## src/common/ooo_settings.svh

```systemverilog
`ifndef OOO_SETTINGS_SVH
`define OOO_SETTINGS_SVH

// Multiply reservation station entries.
`define RS_DEPTH 8

// Edges from issue_valid to the completion queue.
`define MUL_LATENCY 3

// Completion queue entries, a power of two.
`define MUL_QUEUE_DEPTH 4

// Physical register tag width.
`define TAG_W 8

// Program counter width.
`define PC_W 32

`endif

```

## src/common/ooo_types_pkg.sv

```systemverilog
`include "ooo_settings.svh"

package ooo_types_pkg;

  // Physical register tag as renamed at dispatch.
  typedef logic [`TAG_W-1:0] phys_tag_t;

  // Instruction PC, carried for tracing only.
  typedef logic [`PC_W-1:0] pc_t;

  // Index of one reservation station entry.
  typedef logic [$clog2(`RS_DEPTH)-1:0] rs_idx_t;

endpackage

```

## src/common/cdb_pkg.sv

```systemverilog
package cdb_pkg;

  // Number of producers sharing the common data bus.
  localparam int CDB_NUM_SRC = 3;

  // Encoding doubles as the bit position in request and grant vectors.
  typedef enum logic [1:0] {
    SRC_MUL = 2'd0,
    SRC_ALU = 2'd1,
    SRC_LD  = 2'd2
  } cdb_src_t;

  // One bit per producer, indexed by cdb_src_t.
  typedef logic [CDB_NUM_SRC-1:0] cdb_vec_t;

endpackage

```

## src/rs_mul/rs_mul_station.sv

```systemverilog
`timescale 1ns/1ps
`include "ooo_settings.svh"

module rs_mul_station (
  input  logic                     clk,
  input  logic                     rst_n,
  input  logic                     flush,
  input  logic                     dispatch_valid,
  input  ooo_types_pkg::pc_t       dispatch_pc,
  input  ooo_types_pkg::phys_tag_t dispatch_rd,
  input  ooo_types_pkg::phys_tag_t dispatch_src1,
  input  ooo_types_pkg::phys_tag_t dispatch_src2,
  input  logic                     src1_ready,
  input  logic                     src2_ready,
  input  logic                     cdb_valid,
  input  ooo_types_pkg::phys_tag_t cdb_tag,
  input  logic                     mul_stall,
  output logic                     rs_full,
  output logic                     issue_valid,
  output ooo_types_pkg::pc_t       issue_pc,
  output ooo_types_pkg::phys_tag_t issue_rd,
  output ooo_types_pkg::phys_tag_t issue_src1,
  output ooo_types_pkg::phys_tag_t issue_src2
);
  import ooo_types_pkg::*;

  // Entry state.
  logic [`RS_DEPTH-1:0] busy_q;
  logic [`RS_DEPTH-1:0] rdy1_q;
  logic [`RS_DEPTH-1:0] rdy2_q;
  pc_t                  pc_q   [`RS_DEPTH];
  phys_tag_t            rd_q   [`RS_DEPTH];
  phys_tag_t            src1_q [`RS_DEPTH];
  phys_tag_t            src2_q [`RS_DEPTH];

  logic [`RS_DEPTH-1:0] ready_vec;
  rs_idx_t              alloc_idx;
  rs_idx_t              sel_idx;
  logic                 sel_hit;
  logic                 do_alloc;
  logic                 do_issue;
  logic                 disp_rdy1;
  logic                 disp_rdy2;

  assign rs_full   = &busy_q;
  assign ready_vec = busy_q & rdy1_q & rdy2_q;

  // A tag on the bus in the dispatch cycle counts as already produced.
  assign disp_rdy1 = src1_ready || (cdb_valid && (dispatch_src1 == cdb_tag));
  assign disp_rdy2 = src2_ready || (cdb_valid && (dispatch_src2 == cdb_tag));

  assign do_alloc = dispatch_valid && !rs_full;
  assign do_issue = sel_hit && !mul_stall;

  // Scan from the top so the lowest index wins in both searches.
  always_comb begin
    alloc_idx = '0;
    sel_idx   = '0;
    sel_hit   = 1'b0;
    for (int i = `RS_DEPTH - 1; i >= 0; i--) begin
      if (!busy_q[i]) begin
        alloc_idx = rs_idx_t'(i);
      end
      if (ready_vec[i]) begin
        sel_idx = rs_idx_t'(i);
        sel_hit = 1'b1;
      end
    end
  end

  always_ff @(posedge clk or negedge rst_n) begin
    if (!rst_n) begin
      busy_q      <= '0;
      rdy1_q      <= '0;
      rdy2_q      <= '0;
      issue_valid <= 1'b0;
    end else if (flush) begin
      busy_q      <= '0;
      issue_valid <= 1'b0;
    end else begin
      // Wakeup of waiting operands.
      for (int i = 0; i < `RS_DEPTH; i++) begin
        if (cdb_valid && busy_q[i] && (src1_q[i] == cdb_tag)) begin
          rdy1_q[i] <= 1'b1;
        end
        if (cdb_valid && busy_q[i] && (src2_q[i] == cdb_tag)) begin
          rdy2_q[i] <= 1'b1;
        end
      end
      // The issued entry is still busy here, so it never equals alloc_idx.
      if (do_issue) begin
        busy_q[sel_idx] <= 1'b0;
      end
      if (do_alloc) begin
        busy_q[alloc_idx] <= 1'b1;
        rdy1_q[alloc_idx] <= disp_rdy1;
        rdy2_q[alloc_idx] <= disp_rdy2;
      end
      issue_valid <= do_issue;
    end
  end

  always_ff @(posedge clk) begin
    if (do_alloc) begin
      pc_q[alloc_idx]   <= dispatch_pc;
      rd_q[alloc_idx]   <= dispatch_rd;
      src1_q[alloc_idx] <= dispatch_src1;
      src2_q[alloc_idx] <= dispatch_src2;
    end
    if (do_issue) begin
      issue_pc   <= pc_q[sel_idx];
      issue_rd   <= rd_q[sel_idx];
      issue_src1 <= src1_q[sel_idx];
      issue_src2 <= src2_q[sel_idx];
    end
  end

endmodule

```

## src/rs_mul/mul_pipe.sv

```systemverilog
`timescale 1ns/1ps
`include "ooo_settings.svh"

module mul_pipe (
  input  logic                     clk,
  input  logic                     rst_n,
  input  logic                     flush,
  input  logic                     issue_valid,
  input  ooo_types_pkg::phys_tag_t issue_rd,
  input  logic                     mul_gnt,
  output logic                     mul_req,
  output ooo_types_pkg::phys_tag_t mul_tag,
  output logic                     mul_stall
);
  import ooo_types_pkg::*;

  // The issue cycle is the first stage, the registers hold the rest.
  localparam int STAGES = `MUL_LATENCY - 1;
  localparam int PTR_W  = $clog2(`MUL_QUEUE_DEPTH);
  localparam int CNT_W  = $clog2(`MUL_QUEUE_DEPTH + `MUL_LATENCY + 1);

  logic [STAGES-1:0] stage_v_q;
  phys_tag_t         stage_tag_q [STAGES];
  phys_tag_t         queue_q     [`MUL_QUEUE_DEPTH];
  logic [PTR_W-1:0]  wr_ptr_q;
  logic [PTR_W-1:0]  rd_ptr_q;
  logic [PTR_W:0]    count_q;
  logic [CNT_W-1:0]  pending;
  logic              push;
  logic              pop;

  assign push    = stage_v_q[STAGES-1];
  assign mul_req = (count_q != '0);
  assign pop     = mul_gnt && mul_req;
  assign mul_tag = queue_q[rd_ptr_q];

  // Everything that may still land in the queue, including this cycle's issue.
  assign pending = CNT_W'(count_q) + CNT_W'($countones(stage_v_q)) + CNT_W'(issue_valid);
  assign mul_stall = (pending >= CNT_W'(`MUL_QUEUE_DEPTH));

  always_ff @(posedge clk or negedge rst_n) begin
    if (!rst_n) begin
      stage_v_q <= '0;
      wr_ptr_q  <= '0;
      rd_ptr_q  <= '0;
      count_q   <= '0;
    end else if (flush) begin
      stage_v_q <= '0;
      wr_ptr_q  <= '0;
      rd_ptr_q  <= '0;
      count_q   <= '0;
    end else begin
      stage_v_q[0] <= issue_valid;
      for (int s = 1; s < STAGES; s++) begin
        stage_v_q[s] <= stage_v_q[s-1];
      end
      // Power-of-two depth, pointers wrap by overflow.
      if (push) begin
        wr_ptr_q <= wr_ptr_q + 1'b1;
      end
      if (pop) begin
        rd_ptr_q <= rd_ptr_q + 1'b1;
      end
      count_q <= count_q + (PTR_W+1)'(push) - (PTR_W+1)'(pop);
    end
  end

  always_ff @(posedge clk) begin
    stage_tag_q[0] <= issue_rd;
    for (int s = 1; s < STAGES; s++) begin
      stage_tag_q[s] <= stage_tag_q[s-1];
    end
    if (push) begin
      queue_q[wr_ptr_q] <= stage_tag_q[STAGES-1];
    end
  end

endmodule

```

## src/hdl/cdb_arbiter.sv

```systemverilog
`timescale 1ns/1ps

module cdb_arbiter (
  input  logic                     clk,
  input  logic                     rst_n,
  input  cdb_pkg::cdb_vec_t        req,
  input  ooo_types_pkg::phys_tag_t mul_tag,
  input  ooo_types_pkg::phys_tag_t alu_tag,
  input  ooo_types_pkg::phys_tag_t ld_tag,
  output cdb_pkg::cdb_vec_t        gnt,
  output logic                     cdb_valid,
  output ooo_types_pkg::phys_tag_t cdb_tag,
  output cdb_pkg::cdb_src_t        cdb_src
);
  import cdb_pkg::*;

  cdb_src_t last_q;
  cdb_src_t win;
  int       idx;

  // Priority starts at the source after the last winner.
  always_comb begin
    gnt = '0;
    win = last_q;
    for (int i = 1; i <= CDB_NUM_SRC; i++) begin
      idx = (int'(last_q) + i) % CDB_NUM_SRC;
      if (req[idx] && (gnt == '0)) begin
        gnt[idx] = 1'b1;
        win      = cdb_src_t'(idx);
      end
    end
  end

  assign cdb_valid = |gnt;
  assign cdb_src   = win;

  always_comb begin
    case (win)
      SRC_ALU: cdb_tag = alu_tag;
      SRC_LD:  cdb_tag = ld_tag;
      default: cdb_tag = mul_tag;
    endcase
  end

  always_ff @(posedge clk or negedge rst_n) begin
    if (!rst_n) begin
      last_q <= SRC_LD;
    end else if (cdb_valid) begin
      last_q <= win;
    end
  end

endmodule

```

## src/hdl/mul_cluster_top.sv

```systemverilog
`timescale 1ns/1ps

module mul_cluster_top (
  input  logic                     clk,
  input  logic                     rst_n,
  input  logic                     flush,
  input  logic                     dispatch_valid,
  input  ooo_types_pkg::pc_t       dispatch_pc,
  input  ooo_types_pkg::phys_tag_t dispatch_rd,
  input  ooo_types_pkg::phys_tag_t dispatch_src1,
  input  ooo_types_pkg::phys_tag_t dispatch_src2,
  input  logic                     src1_ready,
  input  logic                     src2_ready,
  output logic                     rs_full,
  output logic                     issue_valid,
  output ooo_types_pkg::pc_t       issue_pc,
  output ooo_types_pkg::phys_tag_t issue_rd,
  input  logic                     alu_req,
  input  ooo_types_pkg::phys_tag_t alu_tag,
  output logic                     alu_gnt,
  input  logic                     ld_req,
  input  ooo_types_pkg::phys_tag_t ld_tag,
  output logic                     ld_gnt,
  output logic                     cdb_valid,
  output ooo_types_pkg::phys_tag_t cdb_tag,
  output cdb_pkg::cdb_src_t        cdb_src
);
  import ooo_types_pkg::*;
  import cdb_pkg::*;

  cdb_vec_t  req;
  cdb_vec_t  gnt;
  logic      mul_req;
  phys_tag_t mul_tag;
  logic      mul_stall;

  assign req[SRC_MUL] = mul_req;
  assign req[SRC_ALU] = alu_req;
  assign req[SRC_LD]  = ld_req;
  assign alu_gnt      = gnt[SRC_ALU];
  assign ld_gnt       = gnt[SRC_LD];

  // Source tags leave the station for the operand read, not modelled here.
  rs_mul_station station_i (
    .clk            (clk),
    .rst_n          (rst_n),
    .flush          (flush),
    .dispatch_valid (dispatch_valid),
    .dispatch_pc    (dispatch_pc),
    .dispatch_rd    (dispatch_rd),
    .dispatch_src1  (dispatch_src1),
    .dispatch_src2  (dispatch_src2),
    .src1_ready     (src1_ready),
    .src2_ready     (src2_ready),
    .cdb_valid      (cdb_valid),
    .cdb_tag        (cdb_tag),
    .mul_stall      (mul_stall),
    .rs_full        (rs_full),
    .issue_valid    (issue_valid),
    .issue_pc       (issue_pc),
    .issue_rd       (issue_rd),
    .issue_src1     (),
    .issue_src2     ()
  );

  mul_pipe pipe_i (
    .clk         (clk),
    .rst_n       (rst_n),
    .flush       (flush),
    .issue_valid (issue_valid),
    .issue_rd    (issue_rd),
    .mul_gnt     (gnt[SRC_MUL]),
    .mul_req     (mul_req),
    .mul_tag     (mul_tag),
    .mul_stall   (mul_stall)
  );

  cdb_arbiter arbiter_i (
    .clk       (clk),
    .rst_n     (rst_n),
    .req       (req),
    .mul_tag   (mul_tag),
    .alu_tag   (alu_tag),
    .ld_tag    (ld_tag),
    .gnt       (gnt),
    .cdb_valid (cdb_valid),
    .cdb_tag   (cdb_tag),
    .cdb_src   (cdb_src)
  );

endmodule

```

## config.mk

```make
export PLATFORM = sky130hd
export DESIGN_NAME = mul_cluster_top
export DESIGN_NICKNAME = d
export VERILOG_FILES = /design/src/common/ooo_types_pkg.sv /design/src/common/cdb_pkg.sv /design/src/rs_mul/rs_mul_station.sv /design/src/rs_mul/mul_pipe.sv /design/src/hdl/cdb_arbiter.sv /design/src/hdl/mul_cluster_top.sv
export VERILOG_INCLUDE_DIRS = /design/src /design/src/common
export SDC_FILE = /design/constraint.sdc
export NUM_CORES = 1
export LEC_CHECK = 0
export ABC_AREA = 1
export BUFFER_PORTS_ARGS = -buffer_cell sky130_fd_sc_hd__buf_4
export CAP_MARGIN = 20
export CELL_PAD_IN_SITES_DETAIL_PLACEMENT = 0
export CELL_PAD_IN_SITES_GLOBAL_PLACEMENT = 1
export CORE_ASPECT_RATIO = 1.2
export CORE_MARGIN = 4
export CORE_UTILIZATION = 35
export DETAILED_ROUTE_END_ITERATION = 10
export PLACE_DENSITY_LB_ADDON = 0.12
export REMOVE_ABC_BUFFERS = 1
export SETUP_SLACK_MARGIN = 0.15
export SLEW_MARGIN = 40
export SYNTH_ARGS = -nofsm -noshare
export SYNTH_HDL_FRONTEND = slang
export SYNTH_SLANG_ARGS = --single-unit
```

## constraint.sdc

```tcl
create_clock -name clk -period 4.58 [get_ports clk]
set_input_delay 0.458 -clock clk [delete_from_list [all_inputs] [get_ports clk]]
set_output_delay 0.458 -clock clk [all_outputs]
set_load 0.05 [all_outputs]
```

**Word-level counts from Yosys, hierarchy flattened**

Memory sizes are Yosys's and may differ from the RTL's. A register that Yosys moved wholly into a read port is not among the register bits.
Index checks and enable logic that the tools add are counted.

- Register bits after elaboration: 36
- Logic and storage cells: 214
- Memories: 6
- Memory bits (writable): 496
- Output and inout bits: 55
- Bits of input ports: 80

Memories:

| name | words | width | read ports | clocked after Yosys merged registers in | write ports | RTL line | source |
|---|---|---|---|---|---|---|---|
| station_i.pc_q | 8 | 32 | 1 | 1 | 1 | rs_mul_station.sv:31 | `` pc_t pc_q [`RS_DEPTH]; `` |
| station_i.rd_q | 8 | 8 | 1 | 1 | 1 | rs_mul_station.sv:32 | `` phys_tag_t rd_q [`RS_DEPTH]; `` |
| station_i.src1_q | 8 | 8 | 8 | 0 | 1 | rs_mul_station.sv:33 | `` phys_tag_t src1_q [`RS_DEPTH]; `` |
| station_i.src2_q | 8 | 8 | 8 | 0 | 1 | rs_mul_station.sv:34 | `` phys_tag_t src2_q [`RS_DEPTH]; `` |
| pipe_i.queue_q | 4 | 8 | 1 | 0 | 1 | mul_pipe.sv:24 | `` phys_tag_t queue_q [`MUL_QUEUE_DEPTH]; `` |
| pipe_i.stage_tag_q | 2 | 8 | 2 | 0 | 2 | mul_pipe.sv:23 | `phys_tag_t stage_tag_q [STAGES];` |

- $lt $le $gt $ge: 11
- $add $sub $neg: 10
- Equal/unequal tests: 20
- Reductions and logical operators: 47
- Muxes and demuxes: 101
- Bitwise gates (word level): 7
- Div/mod/pow operators: 3

Operator list:

| cell | count |
|---|---|
| $eq 8x8->1 | 18 |
| $ge 32x1->1 const B | 3 |
| $lt 32x4->1 const B | 3 |
| $mod 32x3->32 const B | 3 |
| $mux 3 | 20 |
| $mux 1 | 56 |
| $mux 8 | 6 |
| $logic_and 1x1->1 | 36 |
| $and 8x8->8 | 3 |
| $bwmux 8 | 2 |
| $mux 2 | 8 |
| $pmux 8 s2 | 1 |
| $lt 3x4->1 const B | 2 |
| $not 8->8 | 1 |
| $or 8x8->8 | 1 |
| $reduce_and 8->1 | 1 |
| $add 2x2->3 const B | 2 |
| $add 3x1->3 | 2 |
| $bmux 1 s2 | 3 |
| $demux 1 s2 | 3 |
| $demux 1 s3 | 2 |
| $ge 3x1->1 const B | 2 |
| $logic_not 3->1 | 2 |
| $or 3x3->3 | 2 |
| other kinds (13) | 17 |

**Depth between registers and ports, before layout**

Gate-level depths: netlist (run 1).

- Depth after elaboration: 21
- Depth in mapped cells: 28
- Gate-level depth less buffers: 26

**Cells and area by module**

A second synthesis (run 1) with hierarchy kept.

- Cell total of the unflattened synthesis: 2798
- Area, all modules: 27536.4 µm²

By module, submodules not included:

| module | cells each | area each (µm²) | instances | seq. area each (µm²) |
|---|---|---|---|---|
| rs_mul_station | 2524 | 24786.3 | 1 | 15760.1 |
| mul_pipe | 164 | 2120.8 | 1 | 1506.4 |
| cdb_arbiter | 110 | 629.4 | 1 | 51.3 |

**Worst setup path before layout (run 1)**

OpenSTA, ideal clock, no wires.

- Path kind: register -> register
- Start: register pipe_i.stage_v_q[1]
- End: register station_i.busy_q[1]
- Path slack: 343 ps
- Stages on the path, launching flop included: 12
- Library setup time: 136 ps
- Clock period less this slack: 4237 ps
- Data arrival time: 4101 ps
- Data required time: 4444 ps
- Buffers on the path: 0
- Path through: dfrtp_1 -> ha_1 -> ha_1 -> nand2_1 -> inv_1 -> o21ai_0 -> nand2_1 -> xor2_1 -> a21oi_1 -> nand2_1 -> o31ai_1 -> a21oi_1

- Longest elaborated chain between the ends: 11

RTL lines:

| what | RTL line | source |
|---|---|---|
| from (decl) | mul_pipe.sv:22 | `logic [STAGES-1:0] stage_v_q;` |
| from (signal, indexed assignment) | mul_pipe.sv:55 | `stage_v_q[s] <= stage_v_q[s-1];` |
| $add 1x1->2 (implied by the code) * | mul_pipe.sv:38 | `assign pending = CNT_W'(count_q) + CNT_W'($countones(stage_v_q)) + CNT_W'(issue_valid);` |
| $add 3x3->3 * | mul_pipe.sv:38 |  |
| $add 3x1->3 * | mul_pipe.sv:38 |  |
| $ge 3x3->1 * | mul_pipe.sv:39 | `` assign mul_stall = (pending >= CNT_W'(`MUL_QUEUE_DEPTH)); `` |
| $logic_not 1->1 * | rs_mul_station.sv:53 | `assign do_issue = sel_hit && !mul_stall;` |
| $logic_and 1x1->1 * | rs_mul_station.sv:53 |  |
| net station_i.do_issue | rs_mul_station.sv:41 | `logic do_issue;` |
| $mux 8 * | rs_mul_station.sv:91 | `if (do_issue) begin` |
| $mux 8 * | rs_mul_station.sv:77 | `end else if (flush) begin` |
| $or 8x8->8 (no source line) | - |  |
| $mux 8 * | rs_mul_station.sv:94 | `if (do_alloc) begin` |
| $mux 8 * | rs_mul_station.sv:77 |  |
| to (signal assigned) | rs_mul_station.sv:78 | `busy_q <= '0;` |
| to (signal, indexed assignment) | rs_mul_station.sv:92 | `busy_q[sel_idx] <= 1'b0;` |
| to (signal, indexed assignment) | rs_mul_station.sv:95 | `busy_q[alloc_idx] <= 1'b1;` |
| to (decl) | rs_mul_station.sv:28 | `` logic [`RS_DEPTH-1:0] busy_q; `` |

The timed path passes the listed nets; every way through them passes the cells marked *. The select of a mux whose other input is x is not followed.
A chain may end at the register's enable or synchronous reset.

**Worst setup path in the final report (run 1)**

- Start: register arbiter_i.last_q[1]
- End: output cdb_tag[5]

- Longest elaborated chain between the ends: 15
- Elaborated cells between the ends (all ways): 38
- Classes of those cells: 3 x add/sub; 3 x div; 4 x order compare; 2 x eq/ne; 19 x mux; 1 x bitwise; 6 x reduce/logical

RTL lines:

| what | RTL line | source |
|---|---|---|
| from (decl) | cdb_arbiter.sv:17 | `cdb_src_t last_q;` |
| from (signal assigned) | cdb_arbiter.sv:49 | `last_q <= win;` |
| $add 2x1->3 | cdb_arbiter.sv:26 | `idx = (int'(last_q) + i) % CDB_NUM_SRC;` |
| $mod 32x3->32 | cdb_arbiter.sv:26 |  |
| $ge 32x1->1 (implied by the code) / $lt 32x4->1 (equally long branches) | cdb_arbiter.sv:28 | `gnt[idx] = 1'b1;` |
| $logic_and 1x1->1 (implied by the code) | cdb_arbiter.sv:28 |  |
| $mux 1 (implied by the code) | cdb_arbiter.sv:28 |  |
| $demux 1 s2 | - |  |
| $mux 3 | cdb_arbiter.sv:27 | `if (req[idx] && (gnt == '0)) begin` |
| $logic_not 3->1 | cdb_arbiter.sv:27 |  |
| $logic_and 1x1->1 | cdb_arbiter.sv:27 |  |
| $mux 3 | cdb_arbiter.sv:27 |  |
| $logic_not 3->1 | cdb_arbiter.sv:27 |  |
| $logic_and 1x1->1 | cdb_arbiter.sv:27 |  |
| $mux 2 * | cdb_arbiter.sv:27 |  |
| $eq 2x2->1 / $eq 2x1->1 (equally long branches) | cdb_arbiter.sv:38 | `case (win)` |
| $pmux 8 s2 * | cdb_arbiter.sv:38 |  |
| to (decl) | mul_cluster_top.sv:25 | `output ooo_types_pkg::phys_tag_t cdb_tag,` |

Every way passes the cells marked *; elsewhere a longest branch is shown, timed or not. The select of a mux whose other input is x is not followed.

==> results of run 1 <==
## layout by cell type (no fill, tap or decap), types with 4 or more instances in the layout
master,synthesis,final
o21ai_0,218,217
clkbuf_1,34,16
clkbuf_8,0,4
buf_4,8,175
buf_12,0,17
edfxtp_1,520,520
nor2_1,384,381
nand2_1,158,152
inv_1,99,87
nor2_4,2,5
nand3_1,72,71
nand2_4,2,13
clkinv_2,0,8
dfxtp_1,16,16
xnor2_1,15,15
ha_1,15,10
clkbuf_16,0,58
o2111ai_1,40,40
xor2_1,86,86
or2_2,7,7
nand4_1,18,18
a21oi_1,31,28
dfrtp_1,35,35
inv_2,4,14
clkinv_1,1,8
a211oi_1,5,5
nand2_2,14,9
## worst max-delay path: stages (launching register included)
cell and delay (ns):
dfstp_2 0.60, ha_4 0.25, a21oi_2 0.10, nand2_1 0.07, a21oi_2 0.20, nand2_1 0.10
o21ai_2 0.21, nor2_4 0.08, nand2_4 0.09, nand3_1 0.11, o21ai_2 0.11, inv_2 0.09
ha_4 0.28, buf_6 0.12, nand3_1 0.13, nand2_4 0.19, buf_12 0.17, inv_1 0.06
buf_4 0.19
## metal layers
metal	vias to the layer above	routed length, um	global-route usage, %
met1	7059	27420	22.65
met2	289	31730	30.55
met4	2	1570	4.787
met5	-	20	0
met3	80	2658	2.916
li1	6858	-	-
## cells in the mapped netlist, types with 18 or more instances
library cell / number / area share (%)
clkbuf_1: 34 / 0.55
xor2_1: 86 / 3.2
dfrtp_1: 35 / 3.8
nand3_1: 72 / 1.5
edfxtp_1: 520 / 67
a21oi_1: 31 / 0.67
inv_1: 99 / 1.6
o2111ai_1: 40 / 1.5
buf_2: 29 / 0.62
o21ai_0: 218 / 4.7
nor2_1: 384 / 6.2
nand2_1: 158 / 2.6
nand4_1: 18 / 0.48
## worst max-delay path by stage
stage / start / to / slack [ns] / cells past startpoint
2_1_floorplan: station_i.busy_q[6] / station_i.issue_pc[0] / -1.63 / 13
3_3_place_gp: arbiter_i.last_q[0] / station_i.rdy1_q[2] / -0.01 / 23
3_5_place_dp: arbiter_i.last_q[0] / station_i.rdy1_q[2] / -0.14 / 23
4_1_cts: arbiter_i.last_q[1] / cdb_tag[7] / 0.17 / 18
5_1_grt: arbiter_i.last_q[1] / cdb_tag[7] / 0.22 / 18
6_report: arbiter_i.last_q[1] / cdb_tag[5] / 0.38 / 18
## cell type report
type                    instances  share of cell area (%)
flip-flops and latches        572                   60.83
repair buffers                197                   6.247
multi-input cells            1095                   20.99
inverters                     104                   1.437
clock inverters                24                  0.8046
well taps                     892                   4.032
clock buffers                  78                   5.659
diodes                          1                0.009040
## state kept, by name, summed over array words and instances, names as in the netlist
name	flops
pipe_i.count_q	3
station_i.issue_rd	8
pipe_i.queue_q	32
arbiter_i.last_q	2
station_i.rd_q	64
station_i.rdy2_q	8
station_i.src2_q	64
pipe_i.stage_v_q	2
station_i.issue_valid	1
pipe_i.rd_ptr_q	2
station_i.issue_pc	32
station_i.pc_q	256
station_i.rdy1_q	8
pipe_i.wr_ptr_q	2
station_i.src1_q	64
station_i.busy_q	8
pipe_i.stage_tag_q	16
## per-stage QoR
step / hold WS (ns) / instances / cell area [um2] / setup TNS, ns / utilization, %
CTS: 0.02751 / 2940 / 27410 / 0 / 41.62
floorplan: 0.1624 / 1771 / 22860 / -77.26 / -
finish: 0.07375 / 2963 / 27680 / 0 / 42.03
global route: 0.04373 / 2962 / 27680 / 0 / 42.03
detailed placement: 0.3128 / 2833 / 25500 / -0.5979 / 38.73
global placement: 0.3118 / 2832 / 25470 / -0.009530 / 38.68
## what timing repair did
item / 4_1_cts / 5_1_grt
buffers inserted: 4 / 22
pin swaps: 4 / 11
hold buffers: 1 / 0
endpoints found under the setup margin: 17 / 21
endpoints found under the hold margin: 35 / 0
gates cloned: 0 / 0
resized for setup: 21 / 23
## cells by family (layout without fill, tap and decap cells)
family / count (synthesis) / in the layout / synth area share, %
AO/OA/AOI/OAI: 309 / 309 / 7.543
XOR/XNOR: 101 / 101 / 3.804
adder cells (fa/ha/maj): 16 / 16 / 0.8931
buffers and inverters: 184 / 403 / 3.384
flip-flops: 572 / 572 / 72.40
other: 0 / 1 / 0
AND/OR/NAND/NOR: 669 / 669 / 11.98
==> key figures, run 1 <==
Outcome
  • Status: finished clean

Die
  • Starting Density: 35.31%
  • # rows: 103
  • Area of the core: 65850 um2
  • Ports: 135
  • Die width: 243.3 um
  • Die Y: 290.4 um
  • Die area: 70650 um2

Hold path
  • Worst hold path endpoint: station_i.pc_q[2][8]
  • HP Class: in -> reg
  • HP Start: dispatch_pc[8]
  • Hold depth: 1

Worst setup path
  • Critical R2R Capture: station_i.rdy1_q[2]
  • FF-to-FF path depth: 22
  • Crit Path Max Fanout: 9
  • Setup crit end kind: output port
  • Crit path kind: reg -> out
  • Critical path required time: 4.12 ns
  • Reg-to-reg startpoint: arbiter_i.last_q[1]
  • FF-to-FF setup slack: 0.44 ns
  • Startpoint Class: register
  • WP data arrival: 3.74 ns

Timing
  • Actual slew at the worst max-slew pin: 0.8175 ns
  • Fin. max-slew vios: 0
  • Setup WS post-layout: 0.3826 ns
  • Clk_skew: 0.03170 ns
  • RSZ-0062 raised after global routing: false
  • Post-route clock period utilization: 91.65%
  • Worst slew margin: 45.37%
  • Max frequency: 0.2382 GHz
  • Setup violators final: 0
  • Final Hold Fails: 0
  • Final Critical Period: 4.197 ns

Synthesis
  • Warnings from Yosys: 0
  • Cell count after synthesis: 1851
  • Post-synth EDFFs: 520
  • Cell Area, Synth: 23260 um2
  • Seq/Total Area, Yosys: 72.40%
  • Yosys reg bits: 572
  • Synth async-reset ratio: 6.294%
  • Synth cell types: 47
  • Syn Area/Cell: 12.56 um2
  • Dominant synthesized flop cell: edfxtp_1

Route
  • Via/cell ratio: 4.822
  • # DRC: 0
  • Initial DRC count: 718
  • Vias: 14.29k
  • Routed length per placed instance: 21.40 um
  • Final wirelength: 63410 um
  • Post-route ant nets: 0
  • Pre-antenna DRT Iters: 5

CTS
  • Worst skew pair latency: 0.62 ns
  • CTS tree: built
  • Sink Count: 572
  • H-Tree Depth: 2
  • Clock Path Buffers: 3
  • Clock transition at path regs: 0.06 ns
  • Root buf cell: clkbuf_16
  • CTS Buf Count: 57

Global route
  • GR Overflow Total: 0
  • First-pass GRT wire length: 93470 um
  • Largest net degree at the start of global routing: 73
  • Gr usage total: 17.51%
  • Initial antenna violation count: 3
  • Number of global-route vias before repair: 14.46k

Cells and area
  • Layout cell share with drive strength beyond 1: 16.76%
  • Filler Cells Inserted: 6163
  • Reg area: 16840 um2
  • Area of the multi-input gates: 5809 um2
  • Fin nets: 2123
  • Synth-to-layout area growth: 19.03%

Placement
  • Dpl ws: -0.1378 ns
  • HPWL Detailed: 36890 um
  • Final GP Congestion: 0.8045
  • Port bufs: 134

Flow run
  • # Max-Cap Violations: 0
Power of run 1 is left out: the tool's default activity adds up to more than one toggle a clock period on the data nets, which glitch-free logic cannot reach.
==> inputs of run 2 (changes only) <==
--- a/config.mk
+++ b/config.mk
@@ -6,7 +6,6 @@
 export SDC_FILE = /design/constraint.sdc
 export NUM_CORES = 1
 export LEC_CHECK = 0
-export ABC_AREA = 1
 export BUFFER_PORTS_ARGS = -buffer_cell sky130_fd_sc_hd__buf_4
 export CAP_MARGIN = 20
 export CELL_PAD_IN_SITES_DETAIL_PLACEMENT = 0
@@ -21,4 +20,5 @@
 export SLEW_MARGIN = 40
 export SYNTH_ARGS = -nofsm -noshare
 export SYNTH_HDL_FRONTEND = slang
+export SYNTH_HIERARCHICAL = 1
 export SYNTH_SLANG_ARGS = --single-unit
==> key figures, run 2 <==
Outcome
  • Status: finished clean (unchanged)

Global route
  • Largest net degree at the start of global routing: 81 (was 73)
  • First-pass GRT wire length: 97520 um (was 93470 um)
  • GR Overflow Total: 0 (unchanged)
  • Gr usage total: 18.11% (was 17.51%)
  • Number of global-route vias before repair: 14.30k (was 14.46k)
  • Initial antenna violation count: 4 (was 3)

Cells and area
  • Fin nets: 1743 (was 2123)
  • Commonest non-fill, non-tap cell in the layout: edfxtp_1 (unchanged)
  • Number of flip-flops in the largest register: 256 (unchanged)
  • Final instance area: 28260 um2 (was 27680 um2)
  • Most frequent cells in the layout: edfxtp_1 (520), buf_4 (192), xnor2_1 (110) (was edfxtp_1 (520), nor2_1 (381), o21ai_0 (217))
  • Synth-to-layout area growth: 19.56% (was 19.03%)
  • Layout cell share with drive strength beyond 1: 25.47% (was 16.76%)
  • Register with the most flip-flops: station_i/pc_q (was station_i.pc_q)

Timing
  • WHS: 0.07596 ns (was 0.07375 ns)
  • Post-route clock period utilization: 92.98% (was 91.65%)
  • Final Hold Fails: 0 (unchanged)
  • Clk_skew: 0.01895 ns (was 0.03170 ns)
  • Max frequency: 0.2348 GHz (was 0.2382 GHz)
  • Worst slew margin: 45.07% (was 45.37%)
  • Post-route setup TNS: 0 ns (unchanged)
  • Setup WS post-layout: 0.3216 ns (was 0.3826 ns)
  • Fin. max-slew vios: 0 (unchanged)
  • Setup violators final: 0 (unchanged)
  • Actual slew at the worst max-slew pin: 0.8240 ns (was 0.8175 ns)
  • Final Critical Period: 4.258 ns (was 4.197 ns)
  • RSZ-0062 raised after global routing: false (unchanged)

Worst setup path
  • WP data arrival: 4.80 ns (was 3.74 ns)
  • Crit path kind: reg -> reg (was reg -> out)
  • Critical path required time: 5.12 ns (was 4.12 ns)
  • Crit Path Max Fanout: 9 (unchanged)
  • Setup crit end kind: register (was output port)
  • Most common cell on crit path: buf_12
  • Critical-path cell list: or3_1 > nor2b_1 > or4b_4 > o31a_4 > a21o_1 > a22oi_4 > inv_1 > ha_4 > buf_4 > nand2_1 > o21ai_2 > buf_12 > buf_12 > xnor2_1 > nand4_1 > or4_1 > a21oi_1 > o22a_1 (was ha_4 > a21oi_2 > nand2_1 > a21oi_2 > nand2_1 > o21ai_2 > nor2_4 > nand2_4 > nand3_1 > o21ai_2 > inv_2 > ha_4 > buf_6 > nand3_1 > nand2_4 > buf_12 > inv_1 > buf_4)
  • Slowest-stage cell, CP: or4b_4 (was dfstp_2)
  • Startpoint Class: register (unchanged)
  • Largest stage delay, worst path: 0.54 ns (was 0.60 ns)

Die
  • # rows: 104 (was 103)
  • Starting Density: 35.27% (was 35.31%)
  • Die Y: 292.7 um (was 290.4 um)
  • Area of the core: 67010 um2 (was 65850 um2)
  • Die width: 245.2 um (was 243.3 um)
  • Die area: 71780 um2 (was 70650 um2)
  • Ports: 135 (unchanged)

CTS
  • Sink Count: 572 (unchanged)
  • Clock Path Buffers: 3 (unchanged)
  • CTS Buf Count: 59 (was 57)
  • Clock transition at path regs: 0.06 ns (about the same)
  • CTS tree: built (unchanged)
  • Worst skew pair latency: 0.62 ns (about the same)
  • H-Tree Depth: 2 (unchanged)
  • Root buf cell: clkbuf_16 (unchanged)

Power
  • Leakage power: 9.612 nW
  • Total power: 21.42 mW
  • Maximum vdd drop: 0.5829 mV
  • PwrDens: 758.0 nW/um2

Route
  • Post-route ant nets: 0 (unchanged)
  • Routed length per placed instance: 25.47 um (was 21.40 um)
  • # DRC: 0 (unchanged)
  • Pre-antenna DRT Iters: 5 (unchanged)
  • Final wirelength: 66100 um (was 63410 um)
  • Via/cell ratio: 5.272 (was 4.822)
  • Vias: 13.68k (was 14.29k)
  • Initial DRC count: 960 (was 718)

Synthesis
  • Syn Area/Cell: 15.94 um2 (was 12.56 um2)
  • Warnings from Yosys: 6 (was 0)
  • Cell Area, Synth: 23640 um2 (was 23260 um2)
  • Cell count after synthesis: 1483 (was 1851)

Placement
  • Final GP Congestion: 0.8047 (was 0.8045)
  • Port bufs: 134 (unchanged)
  • HPWL Detailed: 39360 um (was 36890 um)
  • Dpl ws: 0.1759 ns (was -0.1378 ns)
  • Area after DPL: 25860 um2 (was 25500 um2)

Flow run
  • # Max-Cap Violations: 0 (unchanged)

Hold path
  • HP Class: in -> reg (unchanged)
-- run 2: worst max-delay path, delay by kind of cell, from the launching register on --
kind	cells	cell delay, ns
flops	1	0.42
compound gates	6	0.95
simple gates	6	1.80
buf+inv	4	0.57
fa+ha+maj	1	0.27
xor+xnor	1	0.18
-- run 2: area by class of cell --
type	count	area [um2]
clock inverters	39	362.8
multi-input cells	772	6280
flip-flops and latches	572	16840
clock buffers	66	1565
repair buffers	221	1994
well taps	901	1127
inverters	22	86.33
diodes	2	5.005
fillers	6052	38750
-- run 2: what timing repair did --
action,4_1_cts,5_1_grt
endpoints found under the hold margin,35,0
endpoints found under the setup margin,8,24
pin swaps,0,1
hold buffers,1,0
resized for setup,5,12
buffers inserted,30,1
-- run 2: per-stage QoR --
step / util [%] / cells
2_1_floorplan: - / 1366
3_3_place_gp: 38.56 / 2455
3_5_place_dp: 38.59 / 2456
4_1_cts: 42.07 / 2592
5_1_grt: 42.16 / 2593
6_report: 42.17 / 2595
-- run 2: per-layer routing --
layer | GRT usage, % | part of all wire (%) | vias up
li1 | - | - | 6157
met5 | 0 | 0.041 | -
met3 | 2.902 | 4.6 | 85
met1 | 23.66 | 43 | 7094
met2 | 31.85 | 51 | 342
met4 | 4.065 | 1.9 | 4
-- run 2: worst paths after layout --
check / start / to / slack, ns / cells after the start
min in group asynchronous: rst_n / arbiter_i/last_q[0] / 0.38 / 2
worst max-delay path: pipe_i/count_q[2] / station_i/rdy2_q[5] / 0.32 / 18
worst min-delay path: dispatch_pc[7] / station_i/pc_q[7][7] / 0.08 / 1
worst max register to register: pipe_i/count_q[2] / station_i/rdy2_q[5] / 0.32 / 18
worst min register to register: pipe_i/stage_tag_q[0][0] / pipe_i/stage_tag_q[0][8] / 0.33 / 0
max in group asynchronous: rst_n / pipe_i/count_q[0] / 3.82 / 2
-- run 2: power breakdown --
group | internal (mW) | total [mW] | switching, mW
Combinational | 4.85 | 10.5 | 5.65
Sequential | 5.99 | 6.12 | 0.128
Clock | 2.78 | 4.80 | 2.02
Total | 13.6 | 21.4 | 7.80
No activity file was read; power rests on OpenSTA's default activity.
==> inputs of run 3 (changes only) <==
--- a/config.mk
+++ b/config.mk
@@ -13,6 +13,7 @@
 export CORE_ASPECT_RATIO = 1.2
 export CORE_MARGIN = 4
 export CORE_UTILIZATION = 35
+export CTS_BUF_LIST = sky130_fd_sc_hd__clkbuf_8
 export DETAILED_ROUTE_END_ITERATION = 10
 export PLACE_DENSITY_LB_ADDON = 0.12
 export REMOVE_ABC_BUFFERS = 1
==> constraint.sdc (replaced) <==
create_clock -name clk -period 5.2 [get_ports clk]
set_input_delay 0.52 -clock clk [delete_from_list [all_inputs] [get_ports clk]]
set_output_delay 0.52 -clock clk [all_outputs]
set_load 0.05 [all_outputs]
==> key figures, run 3 (synthesis gave the netlist of run 2 again) <==
Worst setup path
  • CP bufs+invs: 5 (was 4)
  • Critical-path cell list: inv_1 > ha_1 > nor2b_1 > or4b_4 > o31a_4 > nor2_4 > o22ai_1 > buf_4 > inv_1 > ha_1 > a22oi_1 > o21ai_2 > buf_4 > buf_4 (was or3_1 > nor2b_1 > or4b_4 > o31a_4 > a21o_1 > a22oi_4 > inv_1 > ha_4 > buf_4 > nand2_1 > o21ai_2 > buf_12 > buf_12 > xnor2_1 > nand4_1 > or4_1 > a21oi_1 > o22a_1)
  • Crit path kind: reg -> out (was reg -> reg)
  • Crit Path Max Fanout: 8 (was 9)
  • Startpoint Class: register (unchanged)
  • Largest stage delay, worst path: 0.54 ns (about the same)
  • Worst path top cell family by delay: compound AO/OA/AOI/OAI gates (was simple AND/OR/NAND/NOR gates)
  • Critical path required time: 4.68 ns (was 5.12 ns)
  • Worst setup path endpoint: cdb_tag[3] (was station_i/rdy2_q[5])
  • WP data arrival: 4.31 ns (was 4.80 ns)
  • Critical Path Stages: 14 (was 18)
  • Critical R2R Capture: station_i/rdy1_q[6] (was station_i/rdy2_q[5])
  • Most common cell on crit path: buf_4 (was buf_12)
  • Setup crit end kind: output port (was register)
  • FF-to-FF setup slack: 0.55 ns (was 0.32 ns)
  • Slowest-stage cell, CP: or4b_4 (unchanged)
  • FF-to-FF path depth: 17 (was 18)
  • Reg-to-reg startpoint: arbiter_i/last_q[0] (was pipe_i/count_q[2])
  • Worst Setup SP: arbiter_i/last_q[0] (was pipe_i/count_q[2])

Die
  • Die area: 71780 um2 (unchanged)
  • # rows: 104 (unchanged)
  • Area of the core: 67010 um2 (unchanged)
  • Die width: 245.2 um (unchanged)
  • Die Y: 292.7 um (unchanged)
  • Ports: 135 (unchanged)
  • Starting Density: 35.27% (unchanged)

Global route
  • Gr usage total: 18.48% (was 18.11%)
  • Largest net degree at the start of global routing: 47 (was 81)
  • Number of global-route vias before repair: 14.49k (was 14.30k)
  • GR Overflow Total: 0 (unchanged)
  • Grt met2 use: 32.09% (was 31.85%)
  • Initial antenna violation count: 6 (was 4)
  • Met3 Use GR: 3.671% (was 2.902%)
  • First-pass GRT wire length: 98410 um (was 97520 um)
  • Global routing's busiest layer: met2 (unchanged)
  • Met1 Use GR: 23.19% (was 23.66%)

Timing
  • Final Hold Fails: 0 (unchanged)
  • Max frequency: 0.2071 GHz
  • RSZ-0062 raised after global routing: true (was false)
  • Actual slew at the worst max-slew pin: 0.8731 ns (was 0.8240 ns)
  • Setup WS post-layout: 0.3713 ns (was 0.3216 ns)
  • Fin. max-slew vios: 0 (unchanged)
  • Clk_skew: 0.03154 ns (was 0.01895 ns)
  • Final Critical Period: 4.829 ns
  • Post-route clock period utilization: 92.86%
  • Setup violators final: 0 (unchanged)
  • WHS: 0.08032 ns (was 0.07596 ns)
  • Worst slew margin: 41.80% (was 45.07%)

Route
  • Post-route ant nets: 0 (unchanged)
  • Pre-antenna DRT Iters: 4 (was 5)
  • Vias: 13.99k (was 13.68k)
  • Routed length per placed instance: 25.44 um (was 25.47 um)
  • Via/cell ratio: 5.270 (was 5.272)
  • # DRC: 0 (unchanged)
  • Initial DRC count: 958 (was 960)
  • Final wirelength: 67550 um (was 66100 um)

Cells and area
  • Register with the most flip-flops: station_i/pc_q (unchanged)
  • Number of flip-flops in the largest register: 256 (unchanged)
  • Most frequent cells in the layout: edfxtp_1 (520), buf_4 (199), xnor2_1 (111) (was edfxtp_1 (520), buf_4 (192), xnor2_1 (110))
  • Layout cell share with drive strength beyond 1: 24.91% (was 25.47%)
  • Fin nets: 1772 (was 1743)
  • Final instance area: 27790 um2 (was 28260 um2)
  • Synth-to-layout area growth: 17.55% (was 19.56%)
  • Commonest non-fill, non-tap cell in the layout: edfxtp_1 (unchanged)

Flow run
  • # Max-Cap Violations: 0 (unchanged)

Hold path
  • HP Start: dispatch_pc[26] (was dispatch_pc[7])
  • HP Class: in -> reg (unchanged)

Power
  • Leakage power: 9.599 nW (was 9.612 nW)
  • Maximum vdd drop: 0.7850 mV (was 0.5829 mV)
  • PwrDens: 618.9 nW/um2 (was 758.0 nW/um2)

CTS
  • CTS tree: built (unchanged)
  • Sink Count: 572 (unchanged)
  • Clock transition at path regs: 0.06 ns (about the same)
  • Root buf cell: clkbuf_8 (was clkbuf_16)
  • H-Tree Depth: 3 (was 2)
  • CTS Buf Count: 94 (was 59)
  • Clock Path Buffers: 3 (unchanged)
  • Worst skew pair latency: 0.67 ns (was 0.62 ns)

Placement
  • Dpl ws: 0.4674 ns (was 0.1759 ns)
  • Area after DPL: 26020 um2 (was 25860 um2)
  • Port bufs: 134 (unchanged)
  • HPWL Detailed: 40340 um (was 39360 um)
  • Final GP Congestion: 0.7850 (was 0.8047)

Outcome
  • Status: finished clean (unchanged)
[run 3: worst min path at each step]
stage	depth (start not counted)	slack [ns]	to
CTS	1	0.006	station_i/pc_q[0][26]
global route	1	0.04	station_i/rd_q[0][6]
global placement	0	0.31	pipe_i/stage_tag_q[0][13]
finish	1	0.08	station_i/pc_q[0][26]
detailed placement	0	0.31	pipe_i/stage_tag_q[0][13]
floorplan	0	0.22	arbiter_i/last_q[0]
[run 3: timing repair]
action | in CTS | in global routing
gates resized for setup | 1 | 0
endpoints found under the hold margin | 35 | 0
hold buffers | 1 | 0
endpoints found under the setup margin | 2 | 2
cloned | 0 | 0
pin swaps | 1 | 1
setup buffers | 2 | 6
[run 3: through the flow]
step           power (mW)  utilization [%]  TNS (ns)  instances
2_1_floorplan       9.482                -    -42.38       1366
3_3_place_gp        13.53            38.60         0       2467
3_5_place_dp        13.57            38.82         0       2473
4_1_cts             17.30            41.36         0       2645
5_1_grt             18.12            41.45         0       2652
6_report            17.20            41.46         0       2655
[run 3: layout make-up]
| class | instances | area, um2 |
|---|---|---|
| Clock inverter | 70 | 312.8 |
| Clock buffer | 99 | 1363 |
| Sequential cell | 572 | 16840 |
| Multi-Input combinational cell | 772 | 6245 |
| Inverter | 22 | 90.09 |
| Antenna cell | 4 | 10.01 |
| Fill cell | 6139 | 39230 |
| Tap cell | 901 | 1127 |
| Timing Repair Buffer | 215 | 1800 |
[run 3: worst register-to-register path, stage by stage, from the launching register on]
cell and delay, ns:
dfrtp_1 0.42, inv_1 0.10, ha_1 0.43, nor2b_1 0.12
or4b_4 0.54, o31a_4 0.15, a21o_1 0.19, a22oi_4 0.21
inv_1 0.07, ha_2 0.35, buf_4 0.21, o21ai_2 0.43
buf_12 0.23, xnor2_1 0.14, nand4_1 0.12, nor4_1 0.19
a311o_1 0.48, o22a_1 0.21
[run 3: metal layers]
metal	wire [um]	up-vias	part of all wire, %
met4	1584	6	2.3
met5	46	-	0.068
met3	3475	100	5.1
met2	34360	385	51
met1	28080	7268	42
li1	-	6233	-
[run 3: power breakdown]
part / switching (mW) / total, mW / internal [mW] / leakage, nW
clock network: 1.75 / 3.55 / 1.80 / 1.00
registers: 0.114 / 5.39 / 5.28 / 5.34
logic: 4.90 / 8.26 / 3.35 / 3.26
total: 6.76 / 17.2 / 10.4 / 9.60
